[config.mk]
export PLATFORM = sky130hd
export DESIGN_NAME = ofdm_demod_top
export DESIGN_NICKNAME = d
export VERILOG_FILES = /design/src/ofdm_pkg.sv /design/src/cp_remover.sv /design/src/symbol_buffer.sv /design/src/dft_engine.sv /design/src/ofdm_demod_top.sv
export SDC_FILE = /design/constraint.sdc
export NUM_CORES = 2
export LEC_CHECK = 0
export BUFFER_PORTS_ARGS = -buffer_cell sky130_fd_sc_hd__buf_2
export CORE_MARGIN = 2
export CORE_UTILIZATION = 50
export CTS_CLUSTER_DIAMETER = 80
export DETAILED_ROUTE_END_ITERATION = 16
export GPL_TIMING_DRIVEN = 1
export HOLD_SLACK_MARGIN = 0.1
export PLACE_DENSITY = 0.71
export SYNTH_ARGS = -nofsm -noshare
export SYNTH_HDL_FRONTEND = slang
export SYNTH_HIERARCHICAL = 1
export SYNTH_SLANG_ARGS = --single-unit
[constraint.sdc]
create_clock -name clk_i -period 11.2 [get_ports clk_i]
set_input_delay 0.56 -clock clk_i [delete_from_list [all_inputs] [get_ports clk_i]]
set_output_delay 0.56 -clock clk_i [all_outputs]
set_load 0.02 [all_outputs]
[src/ofdm_pkg.sv]
package ofdm_pkg;

    // one complex sample has the imaginary part in the upper half and the real part in the lower
    parameter int SAMPLE_W = 32;
    parameter int COMP_W   = SAMPLE_W / 2;

    // the accumulator holds FFT_LEN products of 16x16 bits with room to spare
    parameter int ACC_W = 40;

    // cyclic-prefix length as it arrives with the first sample of a symbol
    parameter int CP_LEN_W = 6;

    // running symbol index, wraps at 2**SYM_IDX_W
    parameter int SYM_IDX_W = 8;

    // twiddles are rounded to this scale, which is close enough to 2**15
    // that a shift by 15 undoes it
    parameter int TWID_SCALE = 32767;

    typedef logic [SAMPLE_W-1:0]         sample_t;
    typedef logic signed [COMP_W-1:0]    comp_t;
    typedef logic signed [ACC_W-1:0]     acc_t;
    typedef logic [CP_LEN_W-1:0]         cp_len_t;
    typedef logic [SYM_IDX_W-1:0]        sym_idx_t;

endpackage

[src/cp_remover.sv]
`timescale 1ns/10ps

module cp_remover #(
    parameter int FFT_LOG2 = 4
) (
    input  logic                  clk_i,
    input  logic                  reset_ni,
    input  logic                  in_valid_i,
    input  ofdm_pkg::sample_t     in_data_i,
    input  ofdm_pkg::cp_len_t     in_cp_len_i,
    input  logic                  in_last_i,
    input  logic                  wr_bank_free_i,
    output logic                  wr_en_o,
    output logic [FFT_LOG2-1:0]   wr_addr_o,
    output ofdm_pkg::sample_t     wr_data_o,
    output logic                  wr_done_o,
    output ofdm_pkg::sym_idx_t    wr_sym_o,
    output logic                  overflow_o
);
    import ofdm_pkg::*;

    localparam int FFT_LEN = 1 << FFT_LOG2;
    localparam logic [FFT_LOG2-1:0] LAST_ADDR = FFT_LOG2'(FFT_LEN - 1);

    typedef enum logic [1:0] {
        S_SKIP_CP,
        S_KEEP,
        S_SKIP_TAIL,
        S_DROP
    } state_t;

    state_t              state;
    logic                sym_start;     // next valid sample opens a new symbol
    cp_len_t             cp_len;
    cp_len_t             cp_cnt;
    logic [FFT_LOG2-1:0] cnt;
    sym_idx_t            sym_idx;

    cp_len_t             cur_len;
    cp_len_t             cur_cnt;
    logic                drop_now;
    logic                in_prefix;
    logic                keep;
    logic [FFT_LOG2-1:0] keep_addr;

    // the prefix length and counter come straight from the input on the first sample
    assign cur_len   = sym_start ? in_cp_len_i : cp_len;
    assign cur_cnt   = sym_start ? '0 : cp_cnt;
    assign drop_now  = in_valid_i && state == S_SKIP_CP && sym_start && !wr_bank_free_i;
    assign in_prefix = state == S_SKIP_CP && cur_cnt < cur_len;
    assign keep      = in_valid_i && !drop_now &&
                       (state == S_KEEP || (state == S_SKIP_CP && !in_prefix));
    assign keep_addr = (state == S_KEEP) ? cnt : '0;

    always_ff @(posedge clk_i) begin
        if (!reset_ni) begin
            state      <= S_SKIP_CP;
            sym_start  <= 1'b1;
            sym_idx    <= '0;
            wr_en_o    <= 1'b0;
            wr_done_o  <= 1'b0;
            overflow_o <= 1'b0;
        end else begin
            wr_en_o    <= keep;
            wr_done_o  <= keep && keep_addr == LAST_ADDR;
            overflow_o <= drop_now;                     // one pulse per dropped symbol
            if (in_valid_i) begin
                sym_start <= in_last_i;
                if (in_last_i) sym_idx <= sym_idx + 1'b1; // dropped symbols count too
                if (sym_start) cp_len <= in_cp_len_i;
                if (drop_now) begin
                    if (!in_last_i) state <= S_DROP;
                end else if (in_prefix) begin
                    cp_cnt <= cur_cnt + 1'b1;
                end else if (keep) begin
                    cnt <= keep_addr + 1'b1;
                    if (keep_addr == LAST_ADDR) begin
                        state <= in_last_i ? S_SKIP_CP : S_SKIP_TAIL;
                    end else if (in_last_i) begin
                        state <= S_SKIP_CP;             // short symbol, the bank gets rewritten
                    end else begin
                        state <= S_KEEP;
                    end
                end else if (in_last_i) begin
                    state <= S_SKIP_CP;                 // end of tail or of a dropped symbol
                end
            end
        end
    end

    // write payload, registered together with wr_en_o
    always_ff @(posedge clk_i) begin
        if (keep) begin
            wr_addr_o <= keep_addr;
            wr_data_o <= in_data_i;
            wr_sym_o  <= sym_idx;
        end
    end

    a_addr_no_wrap: assert property (@(posedge clk_i) disable iff (!reset_ni)
        wr_en_o && wr_addr_o == LAST_ADDR |=> !wr_en_o || wr_addr_o == '0)
        else $error("cp_remover: write address ran past the end of the symbol");

    a_last_after_cp: assert property (@(posedge clk_i) disable iff (!reset_ni)
        in_valid_i && in_last_i |-> !in_prefix)
        else $error("cp_remover: symbol ended inside its cyclic prefix");

endmodule

[src/symbol_buffer.sv]
`timescale 1ns/10ps

module symbol_buffer #(
    parameter int FFT_LOG2 = 4
) (
    input  logic                  clk_i,
    input  logic                  reset_ni,
    input  logic                  wr_en_i,
    input  logic [FFT_LOG2-1:0]   wr_addr_i,
    input  ofdm_pkg::sample_t     wr_data_i,
    input  logic                  wr_done_i,
    input  ofdm_pkg::sym_idx_t    wr_sym_i,
    output logic                  wr_bank_free_o,
    output logic                  rd_ready_o,
    output ofdm_pkg::sym_idx_t    rd_sym_o,
    input  logic                  rd_release_i,
    input  logic                  wb_cyc_i,
    input  logic                  wb_stb_i,
    input  logic [FFT_LOG2-1:0]   wb_adr_i,
    output ofdm_pkg::sample_t     wb_dat_o,
    output logic                  wb_ack_o
);
    import ofdm_pkg::*;

    localparam int FFT_LEN = 1 << FFT_LOG2;

    sample_t    mem [2*FFT_LEN];    // bank 0 in the lower half, bank 1 in the upper
    sym_idx_t   bank_sym [2];
    logic [1:0] full;
    logic       wr_ptr;
    logic       rd_ptr;

    // a symbol that completes in this cycle already hands the write side to the other bank
    assign wr_bank_free_o = wr_done_i ? !full[~wr_ptr] : !full[wr_ptr];
    assign rd_ready_o     = full[rd_ptr];
    assign rd_sym_o       = bank_sym[rd_ptr];

    // bank status, the write and read pointers each flip when their bank changes hands
    always_ff @(posedge clk_i) begin
        if (!reset_ni) begin
            full   <= 2'b00;
            wr_ptr <= 1'b0;
            rd_ptr <= 1'b0;
        end else begin
            if (wr_done_i) begin
                full[wr_ptr] <= 1'b1;
                wr_ptr       <= ~wr_ptr;
            end
            if (rd_release_i) begin
                full[rd_ptr] <= 1'b0;
                rd_ptr       <= ~rd_ptr;
            end
        end
    end

    always_ff @(posedge clk_i) begin
        if (wr_en_i) mem[{wr_ptr, wr_addr_i}] <= wr_data_i;
        if (wr_done_i) bank_sym[wr_ptr] <= wr_sym_i;
    end

    // classic single read, ack one cycle after the strobe
    always_ff @(posedge clk_i) begin
        if (!reset_ni) begin
            wb_ack_o <= 1'b0;
        end else begin
            wb_ack_o <= wb_cyc_i && wb_stb_i && !wb_ack_o;
        end
    end

    always_ff @(posedge clk_i) begin
        if (wb_cyc_i && wb_stb_i) wb_dat_o <= mem[{rd_ptr, wb_adr_i}];
    end

    a_no_write_full: assert property (@(posedge clk_i) disable iff (!reset_ni)
        wr_en_i |-> !full[wr_ptr])
        else $error("symbol_buffer: write into a full bank");

    a_no_release_empty: assert property (@(posedge clk_i) disable iff (!reset_ni)
        rd_release_i |-> full[rd_ptr])
        else $error("symbol_buffer: release of an empty bank");

    a_ack_in_cycle: assert property (@(posedge clk_i) disable iff (!reset_ni)
        wb_ack_o |-> wb_cyc_i)
        else $error("symbol_buffer: ack outside a bus cycle");

endmodule

[src/dft_engine.sv]
`timescale 1ns/10ps

module dft_engine #(
    parameter int FFT_LOG2      = 4,
    parameter int BAND_START    = 2,
    parameter int BAND_LEN      = 12,
    parameter int SYMS_PER_SYNC = 14
) (
    input  logic                  clk_i,
    input  logic                  reset_ni,
    input  logic                  rd_ready_i,
    input  ofdm_pkg::sym_idx_t    rd_sym_i,
    output logic                  rd_release_o,
    output logic                  wb_cyc_o,
    output logic                  wb_stb_o,
    output logic [FFT_LOG2-1:0]   wb_adr_o,
    input  ofdm_pkg::sample_t     wb_dat_i,
    input  logic                  wb_ack_i,
    output logic                  out_valid_o,
    output ofdm_pkg::sample_t     out_data_o,
    output logic                  out_last_o,
    output ofdm_pkg::sym_idx_t    out_sym_o,
    output logic                  out_sync_o
);
    import ofdm_pkg::*;

    localparam int  FFT_LEN = 1 << FFT_LOG2;
    localparam int  SHIFT   = 15 + FFT_LOG2;   // undoes the twiddle scale and the 1/N growth
    localparam int  BIN_W   = $clog2(BAND_LEN + 1);
    localparam real PI      = 3.14159265358979;

    localparam logic [FFT_LOG2-1:0] LAST_N  = FFT_LOG2'(FFT_LEN - 1);
    localparam logic [FFT_LOG2-1:0] FIRST_K = FFT_LOG2'(BAND_START + FFT_LEN / 2);
    localparam logic [BIN_W-1:0]    LAST_BIN = BIN_W'(BAND_LEN - 1);

    typedef enum logic [2:0] {
        S_IDLE,
        S_READ,
        S_ACC,
        S_SCALE,
        S_EMIT,
        S_RELEASE
    } state_t;

    state_t                   state;
    logic [FFT_LOG2-1:0]      n;        // sample index, also the bus address
    logic [FFT_LOG2-1:0]      k;        // natural bin of the current output
    logic [FFT_LOG2-1:0]      tw_idx;   // (k*n) mod FFT_LEN, stepped by k
    logic [BIN_W-1:0]         bin;
    sym_idx_t                 sym;
    acc_t                     acc_re;
    acc_t                     acc_im;
    comp_t                    sc_re;
    comp_t                    sc_im;

    comp_t                    tw_re [FFT_LEN];
    comp_t                    tw_im [FFT_LEN];
    comp_t                    x_re;
    comp_t                    x_im;
    logic signed [2*COMP_W-1:0] p_rr;
    logic signed [2*COMP_W-1:0] p_ii;
    logic signed [2*COMP_W-1:0] p_ri;
    logic signed [2*COMP_W-1:0] p_ir;
    logic                     last_bin;

    // twiddle table w[i] = exp(-j*2*pi*i/N), fixed at elaboration
    for (genvar i = 0; i < FFT_LEN; i++) begin : g_twid
        localparam real ANG  = 2.0 * PI * i / FFT_LEN;
        localparam int  TW_C = int'(TWID_SCALE * $cos(ANG));
        localparam int  TW_S = int'(-TWID_SCALE * $sin(ANG));
        assign tw_re[i] = comp_t'(TW_C);
        assign tw_im[i] = comp_t'(TW_S);
    end

    assign x_re = comp_t'(wb_dat_i[COMP_W-1:0]);
    assign x_im = comp_t'(wb_dat_i[SAMPLE_W-1:COMP_W]);

    assign p_rr = x_re * tw_re[tw_idx];
    assign p_ii = x_im * tw_im[tw_idx];
    assign p_ri = x_re * tw_im[tw_idx];
    assign p_ir = x_im * tw_re[tw_idx];

    assign last_bin     = bin == LAST_BIN;
    assign wb_adr_o     = n;
    assign rd_release_o = state == S_RELEASE;  // the bank is no longer read after the last bin

    // control: two cycles per read, then one to scale and one to emit
    always_ff @(posedge clk_i) begin
        if (!reset_ni) begin
            state       <= S_IDLE;
            wb_cyc_o    <= 1'b0;
            wb_stb_o    <= 1'b0;
            out_valid_o <= 1'b0;
            out_last_o  <= 1'b0;
        end else begin
            out_valid_o <= 1'b0;
            out_last_o  <= 1'b0;
            case (state)
                S_IDLE: begin
                    if (rd_ready_i) begin
                        wb_cyc_o <= 1'b1;
                        wb_stb_o <= 1'b1;
                        state    <= S_READ;
                    end
                end
                S_READ: begin
                    wb_stb_o <= 1'b0;                   // low again in the ack cycle
                    state    <= S_ACC;
                end
                S_ACC: begin
                    if (wb_ack_i) begin
                        if (n == LAST_N) begin
                            wb_cyc_o <= 1'b0;
                            state    <= S_SCALE;
                        end else begin
                            wb_stb_o <= 1'b1;
                            state    <= S_READ;
                        end
                    end
                end
                S_SCALE: state <= S_EMIT;
                S_EMIT: begin
                    out_valid_o <= 1'b1;
                    out_last_o  <= last_bin;
                    if (last_bin) begin
                        state <= S_RELEASE;
                    end else begin
                        wb_cyc_o <= 1'b1;
                        wb_stb_o <= 1'b1;
                        state    <= S_READ;
                    end
                end
                S_RELEASE: state <= S_IDLE;
                default:   state <= S_IDLE;
            endcase
        end
    end

    // datapath
    always_ff @(posedge clk_i) begin
        case (state)
            S_IDLE: begin
                if (rd_ready_i) begin
                    sym    <= rd_sym_i;
                    bin    <= '0;
                    k      <= FIRST_K;              // DC-centred order starts below DC
                    n      <= '0;
                    tw_idx <= '0;
                    acc_re <= '0;
                    acc_im <= '0;
                end
            end
            S_ACC: begin
                if (wb_ack_i) begin
                    acc_re <= acc_re + acc_t'(p_rr) - acc_t'(p_ii);
                    acc_im <= acc_im + acc_t'(p_ri) + acc_t'(p_ir);
                    n      <= n + 1'b1;
                    tw_idx <= tw_idx + k;
                end
            end
            S_SCALE: begin
                sc_re <= comp_t'(acc_re >>> SHIFT);
                sc_im <= comp_t'(acc_im >>> SHIFT);
            end
            S_EMIT: begin
                out_data_o <= {sc_im, sc_re};
                out_sym_o  <= sym;
                out_sync_o <= (int'(sym) % SYMS_PER_SYNC) == 0;
                bin        <= bin + 1'b1;
                k          <= k + 1'b1;
                n          <= '0;
                tw_idx     <= '0;
                acc_re     <= '0;
                acc_im     <= '0;
            end
            default: ;
        endcase
    end

    a_stb_in_cyc: assert property (@(posedge clk_i) disable iff (!reset_ni)
        wb_stb_o |-> wb_cyc_o)
        else $error("dft_engine: strobe without bus cycle");

    a_stb_drop_on_ack: assert property (@(posedge clk_i) disable iff (!reset_ni)
        wb_ack_i |-> !wb_stb_o)
        else $error("dft_engine: strobe still high in the ack cycle");

endmodule

[src/ofdm_demod_top.sv]
`timescale 1ns/10ps

module ofdm_demod_top #(
    parameter int FFT_LOG2      = 4,
    parameter int BAND_START    = 2,
    parameter int BAND_LEN      = 12,
    parameter int SYMS_PER_SYNC = 14
) (
    input  logic                  clk_i,
    input  logic                  reset_ni,
    input  logic                  in_valid_i,
    input  ofdm_pkg::sample_t     in_data_i,
    input  ofdm_pkg::cp_len_t     in_cp_len_i,
    input  logic                  in_last_i,
    output logic                  out_valid_o,
    output ofdm_pkg::sample_t     out_data_o,
    output logic                  out_last_o,
    output ofdm_pkg::sym_idx_t    out_sym_o,
    output logic                  out_sync_o,
    output logic                  overflow_o
);
    import ofdm_pkg::*;

    // write side, cp_remover into the ping-pong banks
    logic                wr_en;
    logic [FFT_LOG2-1:0] wr_addr;
    sample_t             wr_data;
    logic                wr_done;
    sym_idx_t            wr_sym;
    logic                wr_bank_free;

    // read side, Wishbone classic between the engine and the banks
    logic                rd_ready;
    sym_idx_t            rd_sym;
    logic                rd_release;
    logic                wb_cyc;
    logic                wb_stb;
    logic [FFT_LOG2-1:0] wb_adr;
    sample_t             wb_dat;
    logic                wb_ack;

    cp_remover #(
        .FFT_LOG2(FFT_LOG2)
    ) cp_remover_i (
        .clk_i          (clk_i),
        .reset_ni       (reset_ni),
        .in_valid_i     (in_valid_i),
        .in_data_i      (in_data_i),
        .in_cp_len_i    (in_cp_len_i),
        .in_last_i      (in_last_i),
        .wr_bank_free_i (wr_bank_free),
        .wr_en_o        (wr_en),
        .wr_addr_o      (wr_addr),
        .wr_data_o      (wr_data),
        .wr_done_o      (wr_done),
        .wr_sym_o       (wr_sym),
        .overflow_o     (overflow_o)
    );

    symbol_buffer #(
        .FFT_LOG2(FFT_LOG2)
    ) symbol_buffer_i (
        .clk_i          (clk_i),
        .reset_ni       (reset_ni),
        .wr_en_i        (wr_en),
        .wr_addr_i      (wr_addr),
        .wr_data_i      (wr_data),
        .wr_done_i      (wr_done),
        .wr_sym_i       (wr_sym),
        .wr_bank_free_o (wr_bank_free),
        .rd_ready_o     (rd_ready),
        .rd_sym_o       (rd_sym),
        .rd_release_i   (rd_release),
        .wb_cyc_i       (wb_cyc),
        .wb_stb_i       (wb_stb),
        .wb_adr_i       (wb_adr),
        .wb_dat_o       (wb_dat),
        .wb_ack_o       (wb_ack)
    );

    dft_engine #(
        .FFT_LOG2      (FFT_LOG2),
        .BAND_START    (BAND_START),
        .BAND_LEN      (BAND_LEN),
        .SYMS_PER_SYNC (SYMS_PER_SYNC)
    ) dft_engine_i (
        .clk_i        (clk_i),
        .reset_ni     (reset_ni),
        .rd_ready_i   (rd_ready),
        .rd_sym_i     (rd_sym),
        .rd_release_o (rd_release),
        .wb_cyc_o     (wb_cyc),
        .wb_stb_o     (wb_stb),
        .wb_adr_o     (wb_adr),
        .wb_dat_i     (wb_dat),
        .wb_ack_i     (wb_ack),
        .out_valid_o  (out_valid_o),
        .out_data_o   (out_data_o),
        .out_last_o   (out_last_o),
        .out_sym_o    (out_sym_o),
        .out_sync_o   (out_sync_o)
    );

endmodule

After elaboration in Yosys (flattened, before gate mapping)
Memory sizes are Yosys's and may differ from the RTL's. A register that Yosys moved wholly into a read port is not among the register bits.
Cells that the tools add are included.
Word-level totals
  RAM bits: 1040
  memories kept: 4
  output and inout bits: 44
  logic and storage cells: 181
  input port bits: 42
  memory bits (read-only): 512
  bits in registers: 255
Memory list
  symbol_buffer_i.mem: depth 32, width 32, read ports 1, clocked after memory_dff 1, write ports 1, RTL line symbol_buffer.sv:27  | sample_t mem [2*FFT_LEN];
  (no name shown): depth 16, width 16, read ports 1, clocked after memory_dff 0, write ports 0, RTL line dft_engine.sv:79  | assign p_ii = x_im * tw_im[tw_idx];
  (no name shown): depth 16, width 16, read ports 1, clocked after memory_dff 0, write ports 0, RTL line dft_engine.sv:81  | assign p_ir = x_im * tw_re[tw_idx];
  symbol_buffer_i.bank_sym: depth 2, width 8, read ports 1, clocked after memory_dff 1, write ports 1, RTL line symbol_buffer.sv:28  | sym_idx_t bank_sym [2];
Cells by class
  bitwise gates (word level): 8
  multiplexer cells: 60
  magnitude comparators: 7
  divide/modulo/power cells: 1
  multiply operators: 4
  $add $sub $neg: 11
  reduce and logical (&&, ||, !) cells: 38
  eq/ne operators: 16
Operator list (count)
  one-hot mux 40 bit (3 select lines): 2
  multiplier 16 x 16 -> 32 bit: 4
  adder 40 x 32 -> 40 bit: 3
  two-way mux 40 bit: 3
  two-way mux 16 bit: 4
  subtractor 40 x 32 -> 40 bit: 1
  zero test 32 bit: 1
  modulo 9 x 5 -> 32 bit (second input constant): 1
  one-hot mux 4 bit (3 select lines): 2
  two-way mux 2 bit: 11
  two-way mux 1 bit: 21
  two-way mux 4 bit: 5
  adder 4 x 1 -> 4 bit (second input constant): 4
  one-hot mux 4 bit (2 select lines): 2
  one-hot mux 3 bit (5 select lines): 1
  AND reduction 5 bit: 3
  == test 4 bit (second input constant): 3
  logical AND 1 bit: 12
  two-way mux 6 bit: 2
  AND reduction 2 bit: 6
  two-way mux 3 bit: 3
  adder 8 x 1 -> 8 bit (second input constant): 1
  != test 2 bit (second input constant): 4
  AND reduction 4 bit: 2
  other kinds (27): 44

Longest topological paths before layout
  depth after elaboration: 13
  mapped depth: 34

Modules after synthesis
The synthesis kept the hierarchy.
By module, submodules not included
  dft_engine: sequential area each 5154.9 um2, cells an instance 4673, instances 1, area each 48437.7 um2
  symbol_buffer: sequential area each 32311.0 um2, cells an instance 2308, instances 1, area each 41657.5 um2
  cp_remover: sequential area each 2082.0 um2, cells an instance 198, instances 1, area each 2915.3 um2

Worst setup path after synthesis
Ideal clock, no wire load.
  path type: flip-flop to flip-flop
  from: reg dft_engine_i.tw_idx[1]
  to: reg dft_engine_i.acc_im[34], data pin
  data arrival time: 8893 ps
  stages on the path, launching flop included: 29
  path slack: 2162 ps
  period minus slack after synthesis: 9038 ps
  setup time: 145 ps
  cell sequence: edfxtp_1 -> clkbuf_1 -> inv_1 -> ha_1 -> nor2_1 -> nor3b_1 -> a31oi_1 -> clkbuf_1 -> nand2_1 -> inv_1 -> fa_1 -> fa_1 -> inv_1 -> fa_1 -> inv_1 -> fa_1 -> inv_1 -> fa_1 -> inv_1 -> fa_1 -> fa_1 -> fa_1 -> ha_1 -> a21o_1 -> a21oi_1 -> nor2b_1 -> o21ai_2 -> a2111o_1 -> o21ai_1
On the way
  longest elaborated chain between the ends: 9
RTL lines
  start, declared: RTL line dft_engine.sv:48  | logic [FFT_LOG2-1:0] tw_idx;
  start signal, assigned: RTL line dft_engine.sv:158  | tw_idx <= tw_idx + k;
  NOT 4 -> 5 bit (implied by the code) (*): RTL line dft_engine.sv:80, dft_engine.sv:81
  memory (16 x 16 bit)
  two-way mux 16 bit (2 in a row)
  multiplier 16 x 16 -> 32 bit: RTL line dft_engine.sv:80  | assign p_ri = x_re * tw_im[tw_idx];
  adder 40 x 32 -> 40 bit: RTL line dft_engine.sv:156  | acc_im <= acc_im + acc_t'(p_ri) + acc_t'(p_ir);
  adder 40 x 32 -> 40 bit (*): RTL line dft_engine.sv:156
  two-way mux 40 bit (*): RTL line dft_engine.sv:154  | if (wb_ack_i) begin
  one-hot mux 40 bit (3 select lines) (*): RTL line dft_engine.sv:141  | case (state)
  end signal, assigned: RTL line dft_engine.sv:156
  end, declared: RTL line dft_engine.sv:52  | acc_t acc_im;
Every way passes the cells marked *; elsewhere a longest branch is shown, timed or not. The select of a mux whose other input is x is not followed.
A chain may end at the register's enable or synchronous reset.

Final worst setup path
  from: reg dft_engine_i.tw_idx[2]
  to: reg dft_engine_i.acc_re[32], data pin
On the way
  longest elaborated chain between the ends: 9
RTL lines
  NOT 4 -> 5 bit (implied by the code) (*): RTL line dft_engine.sv:78, dft_engine.sv:79
  memory (16 x 16 bit)
  two-way mux 16 bit (2 in a row)
  multiplier 16 x 16 -> 32 bit: RTL line dft_engine.sv:78  | assign p_rr = x_re * tw_re[tw_idx];
  adder 40 x 32 -> 40 bit: RTL line dft_engine.sv:155  | acc_re <= acc_re + acc_t'(p_rr) - acc_t'(p_ii);
  subtractor 40 x 32 -> 40 bit (*): RTL line dft_engine.sv:155
  two-way mux 40 bit (*): RTL line dft_engine.sv:154
  one-hot mux 40 bit (3 select lines) (*): RTL line dft_engine.sv:141
  end signal, assigned: RTL line dft_engine.sv:155
  end, declared: RTL line dft_engine.sv:51  | acc_t acc_re;
Marked as above.

==> impl_metrics.sql <==
INSERT INTO impl_metrics (metric_group, metric, value, unit) VALUES
('yosys', 'synth_enable_flop_cells', '1299', ''),
('global_route', 'via_count_of_the_first_global_routing_pass', '58100', ''),
('global_route', 'globalRoute.totalOverflow', '0', ''),
('yosys', 'synth.cell_area', '0.0930', 'mm²'),
('timing', 'finalWorstPathRequiredPeriod', '10120', 'ps'),
('yosys', 'yosys.area.top_type', 'edfxtp_1', ''),
('timing', 'final_max_slew_viol_count', '0', ''),
('yosys', 'ys_top_cells_by_area', 'edfxtp_1, fa_1, inv_1, mux2i_1, ha_1', ''),
('route', 'route.top_layer_used', 'met4', ''),
('timing', 'tns', '0', 'ps'),
('route', 'via_count', '53600', ''),
('clock_network', 'cts.clk_slew.worst_paths', '60', 'ps'),
('setup_path', 'worst-path-max-fanout', '25', ''),
('placement', 'gp_congestion', '0.942', ''),
('placement', 'dpl_cell_area', '0.0965', 'mm²'),
('finish', 'layout-area-overhead-vs-synth', '9.07', '%'),
('setup_path', 'setup.reg_to_reg.worst_slack', '1080', 'ps'),
('finish', 'drive_above_1_share', '7.10', '%'),
('route', 'met2RoutedLength', '108', 'mm'),
('hold_path', 'hp-class', 'in2reg', ''),
('route', 'vias_per_cell', '5.44', ''),
('route', 'drcViolationCount', '0', ''),
('global_route', 'grt_use_total', '23.0', '%'),
('clock_network', 'ctsLongestPathBuffers', '3', ''),
('hold_path', 'worstHoldStart', 'reset_ni', ''),
('timing', 'report.final.setup_viol', '0', ''),
('global_route', 'number_of_antenna_violations_at_the_first_check_in_global_routing', '4', ''),
('placement', 'place_worst_setup_slack', '1150', 'ps'),
('setup_path', 'startpoint_type', 'flip-flop', ''),
('clock_network', 'cts_num_sinks', '1326', ''),
('setup_path', 'worst_reg2reg_path_depth', '25', ''),
('timing', 'max_clock_freq', '98.8', 'MHz'),
('route', 'firstDrtPassIters', '8', ''),
('floorplan', 'fp-row-count', '158', ''),
('setup_path', 'worstPathRequired', '11690', 'ps'),
('clock_network', 'cts_tree', 'done', ''),
('timing', 'final-hold-violation-count', '0', ''),
('timing', 'timing.final.ws_setup', '1080', 'ps'),
('clock_network', 'cts_inserted_buffers', '140', ''),
('placement', 'port_buffers', '85', ''),
('route', 'wire_length_the_detailed_router_placed_on_met1', '81.6', 'mm'),
('floorplan', 'die-width', '435', 'µm'),
('pwr', 'worst_ir_drop_vdd', '0.132', 'mV'),
('yosys', 'ys_types', '85', ''),
('setup_path', 'max_stage_delay', '920', 'ps'),
('yosys', 'dominantRegCellSynth', 'edfxtp_1', ''),
('clock_network', 'cts.repair_timing.setup_buffer_count', '0', ''),
('route', 'antenna_left', '0', ''),
('route', 'finalWirelength', '213', 'mm'),
('yosys', 'yosysWarningCount', '6', ''),
('finish', 'finish.instance_area', '0.101', 'mm²'),
('yosys', 'seq_cells_post_synth', '1326', ''),
('setup_path', 'critical_path_cell_count', '25', ''),
('timing', 'skew', '46.9', 'ps'),
('pwr', 'power_density', '99.3', 'mW/mm²'),
('setup_path', 'timing.critical_path.from', 'dft_engine_i/tw_idx[2]$_SDFFCE_PN0P_', ''),
('finish', 'fillers', '15100', ''),
('placement', 'dpl.cell_count', '9570', ''),
('route', 'drt_initial_violations', '4740', ''),
('outcome', 'run_status', 'finished, final reports clean', ''),
('floorplan', 'io_pins', '86', ''),
('timing', 'fin_crit_sh', '90.4', '%'),
('route', 'route.detailed.wl_per_inst', '21.6', 'µm'),
('timing', 'setup_repair_after_global_routing_missed_its_margin', 'no', ''),
('floorplan', 'floorplan.die_area', '0.189', 'mm²'),
('setup_path', 'worstPathArrival', '10610', 'ps'),
('clock_network', 'root_buffer', 'clkbuf_16', ''),
('yosys', 'postSynthAreaPerCell', '13.0', 'µm²'),
('yosys', 'yosys.area.top_type_share', '41.9', '%'),
('yosys', 'syn-instance-count', '7179', ''),
('setup_path', 'critical-path-slowest-cell', 'edfxtp_1', '');
-- cell families (layout without fill, tap and decap cells) --
family,Yosys count,count (layout),share of synthesized area (%)
buffers and inverters,1705,1907,7.23
adder cells (fa/ha/maj),1631,1631,32.4
flip-flops,1326,1326,42.5
AND/OR/NAND/NOR,1324,1324,6.94
AO/OA/AOI/OAI,555,555,4.13
multiplexers,537,537,5.80
XOR/XNOR,101,101,0.951
other,0,3,0
-- worst min-delay path by stage --
stage	slack [ps]	endpoint	cells after the start
6_report	220	cp_remover_i/sym_start$_SDFFE_PN1P_	3
3_5_place_dp	400	dft_engine_i/out_data_o[21]$_DFFE_PP_	0
2_1_floorplan	400	dft_engine_i/out_data_o[0]$_DFFE_PP_	0
3_3_place_gp	400	dft_engine_i/out_data_o[16]$_DFFE_PP_	0
5_1_grt	210	cp_remover_i/sym_start$_SDFFE_PN1P_	3
4_1_cts	180	cp_remover_i/sym_start$_SDFFE_PN1P_	3
-- per-stage QoR --
step / power, mW / hold slack, ps / util, %
global route: 10.4 / 214 / 54.8
finish: 10.1 / 223 / 54.8
floorplan: 5.57 / 400 / -
global placement: 5.60 / 404 / 52.1
detailed placement: 5.60 / 405 / 52.1
CTS: 10.2 / 177 / 54.8
-- worst reg2reg max path, delay by kind of cell (launching register included) --
kind / cells / cell delay, ps
buf+inv: 4 / 880
simple gates: 5 / 1150
flops: 1 / 920
fa+ha+maj: 9 / 5110
compound gates: 7 / 1800
-- power breakdown --
group          internal (mW)  leakage (nW)  total [mW]  switching, mW
Combinational         0.0248          29.5      0.0496         0.0248
Sequential              5.42          11.9        5.46         0.0394
Clock                   2.52          2.19        4.56           2.04
Total                   7.97          43.6        10.1           2.10
-- Yosys cell counts, drive strengths merged (50+ instances only) --
| cell | count |
|---|---|
| a22oi | 97 |
| inv | 1414 |
| fa | 1301 |
| nand2b | 50 |
| xnor2 | 62 |
| clkbuf | 184 |
| nand3 | 122 |
| nor2b | 52 |
| and2 | 278 |
| a22o | 64 |
| nor3 | 53 |
| mux2i | 523 |
| nor2 | 170 |
| a21oi | 151 |
| o21ai | 54 |
| ha | 329 |
| edfxtp | 1299 |
| nand2 | 504 |
| buf | 106 |
-- state kept, by name, summed over array words and instances (netlist names), 8 cells and up, named ones only --
| name | cells |
|---|---|
| dft_engine_i/sc_re | 16 |
| dft_engine_i/out_sym_o | 8 |
| dft_engine_i/sc_im | 16 |
| symbol_buffer_i/mem | 1024 |
| dft_engine_i/out_data_o | 32 |
| symbol_buffer_i/wb_dat_o | 32 |
| dft_engine_i/acc_re | 35 |
| cp_remover_i/wr_sym_o | 8 |
| cp_remover_i/sym_idx | 8 |
| cp_remover_i/wr_data_o | 32 |
| dft_engine_i/acc_im | 35 |
| dft_engine_i/sym | 8 |
| symbol_buffer_i/bank_sym | 16 |
-- placed cells by master, fill, tap and decap left out, drive strengths merged, types with 8 or more instances in the layout --
cell type	netlist	layout
a22o	64	64
a21boi	10	10
or2	25	25
a21oi	151	151
a211oi	17	17
dfxtp	27	27
edfxtp	1299	1299
o211ai	11	11
a31oi	46	46
ha	329	329
nor2b	52	52
nor2	170	170
nand3	122	122
o21bai	8	8
nor3	53	53
buf	106	201
dlygate4sd3	0	40
a21o	31	31
o21ai	54	54
nand2b	50	50
and3	28	28
mux2i	523	523
clkbuf	184	166
xor2	39	39
nand2	504	504
inv	1414	1425
a22oi	97	97
o21a	14	14
fa	1301	1301
clkinv	1	64
mux2	14	14
and2	278	278
xnor2	62	62
-- layout make-up --
cell class / count / area [µm²] / share of cell area, %
multi-input cells: 4148 / 47100 / 46.5
flip-flops and latches: 1326 / 39500 / 39.0
inverters: 1415 / 5310 / 5.24
clock buffers: 166 / 3610 / 3.56
well taps: 2480 / 3100 / 3.06
repair buffers: 241 / 1770 / 1.75
clock inverters: 85 / 948 / 0.935
diodes: 3 / 7.51 / 0.00740
-- metal layers --
| layer | track usage, % | up-vias |
|---|---|---|
| met4 | 7.87 | 0 |
| met5 | 0 | - |
| met1 | 29.1 | 27700 |
| met3 | 3.92 | 425 |
| met2 | 40.0 | 1910 |
| li1 | - | 23600 |
-- timing repair --
item                                   4_1_cts  5_1_grt
gates resized for setup                      0        0
endpoints found under the hold margin       40        0
hold buffers                                40        0
Note: power is estimated with default switching activity, not from simulation.
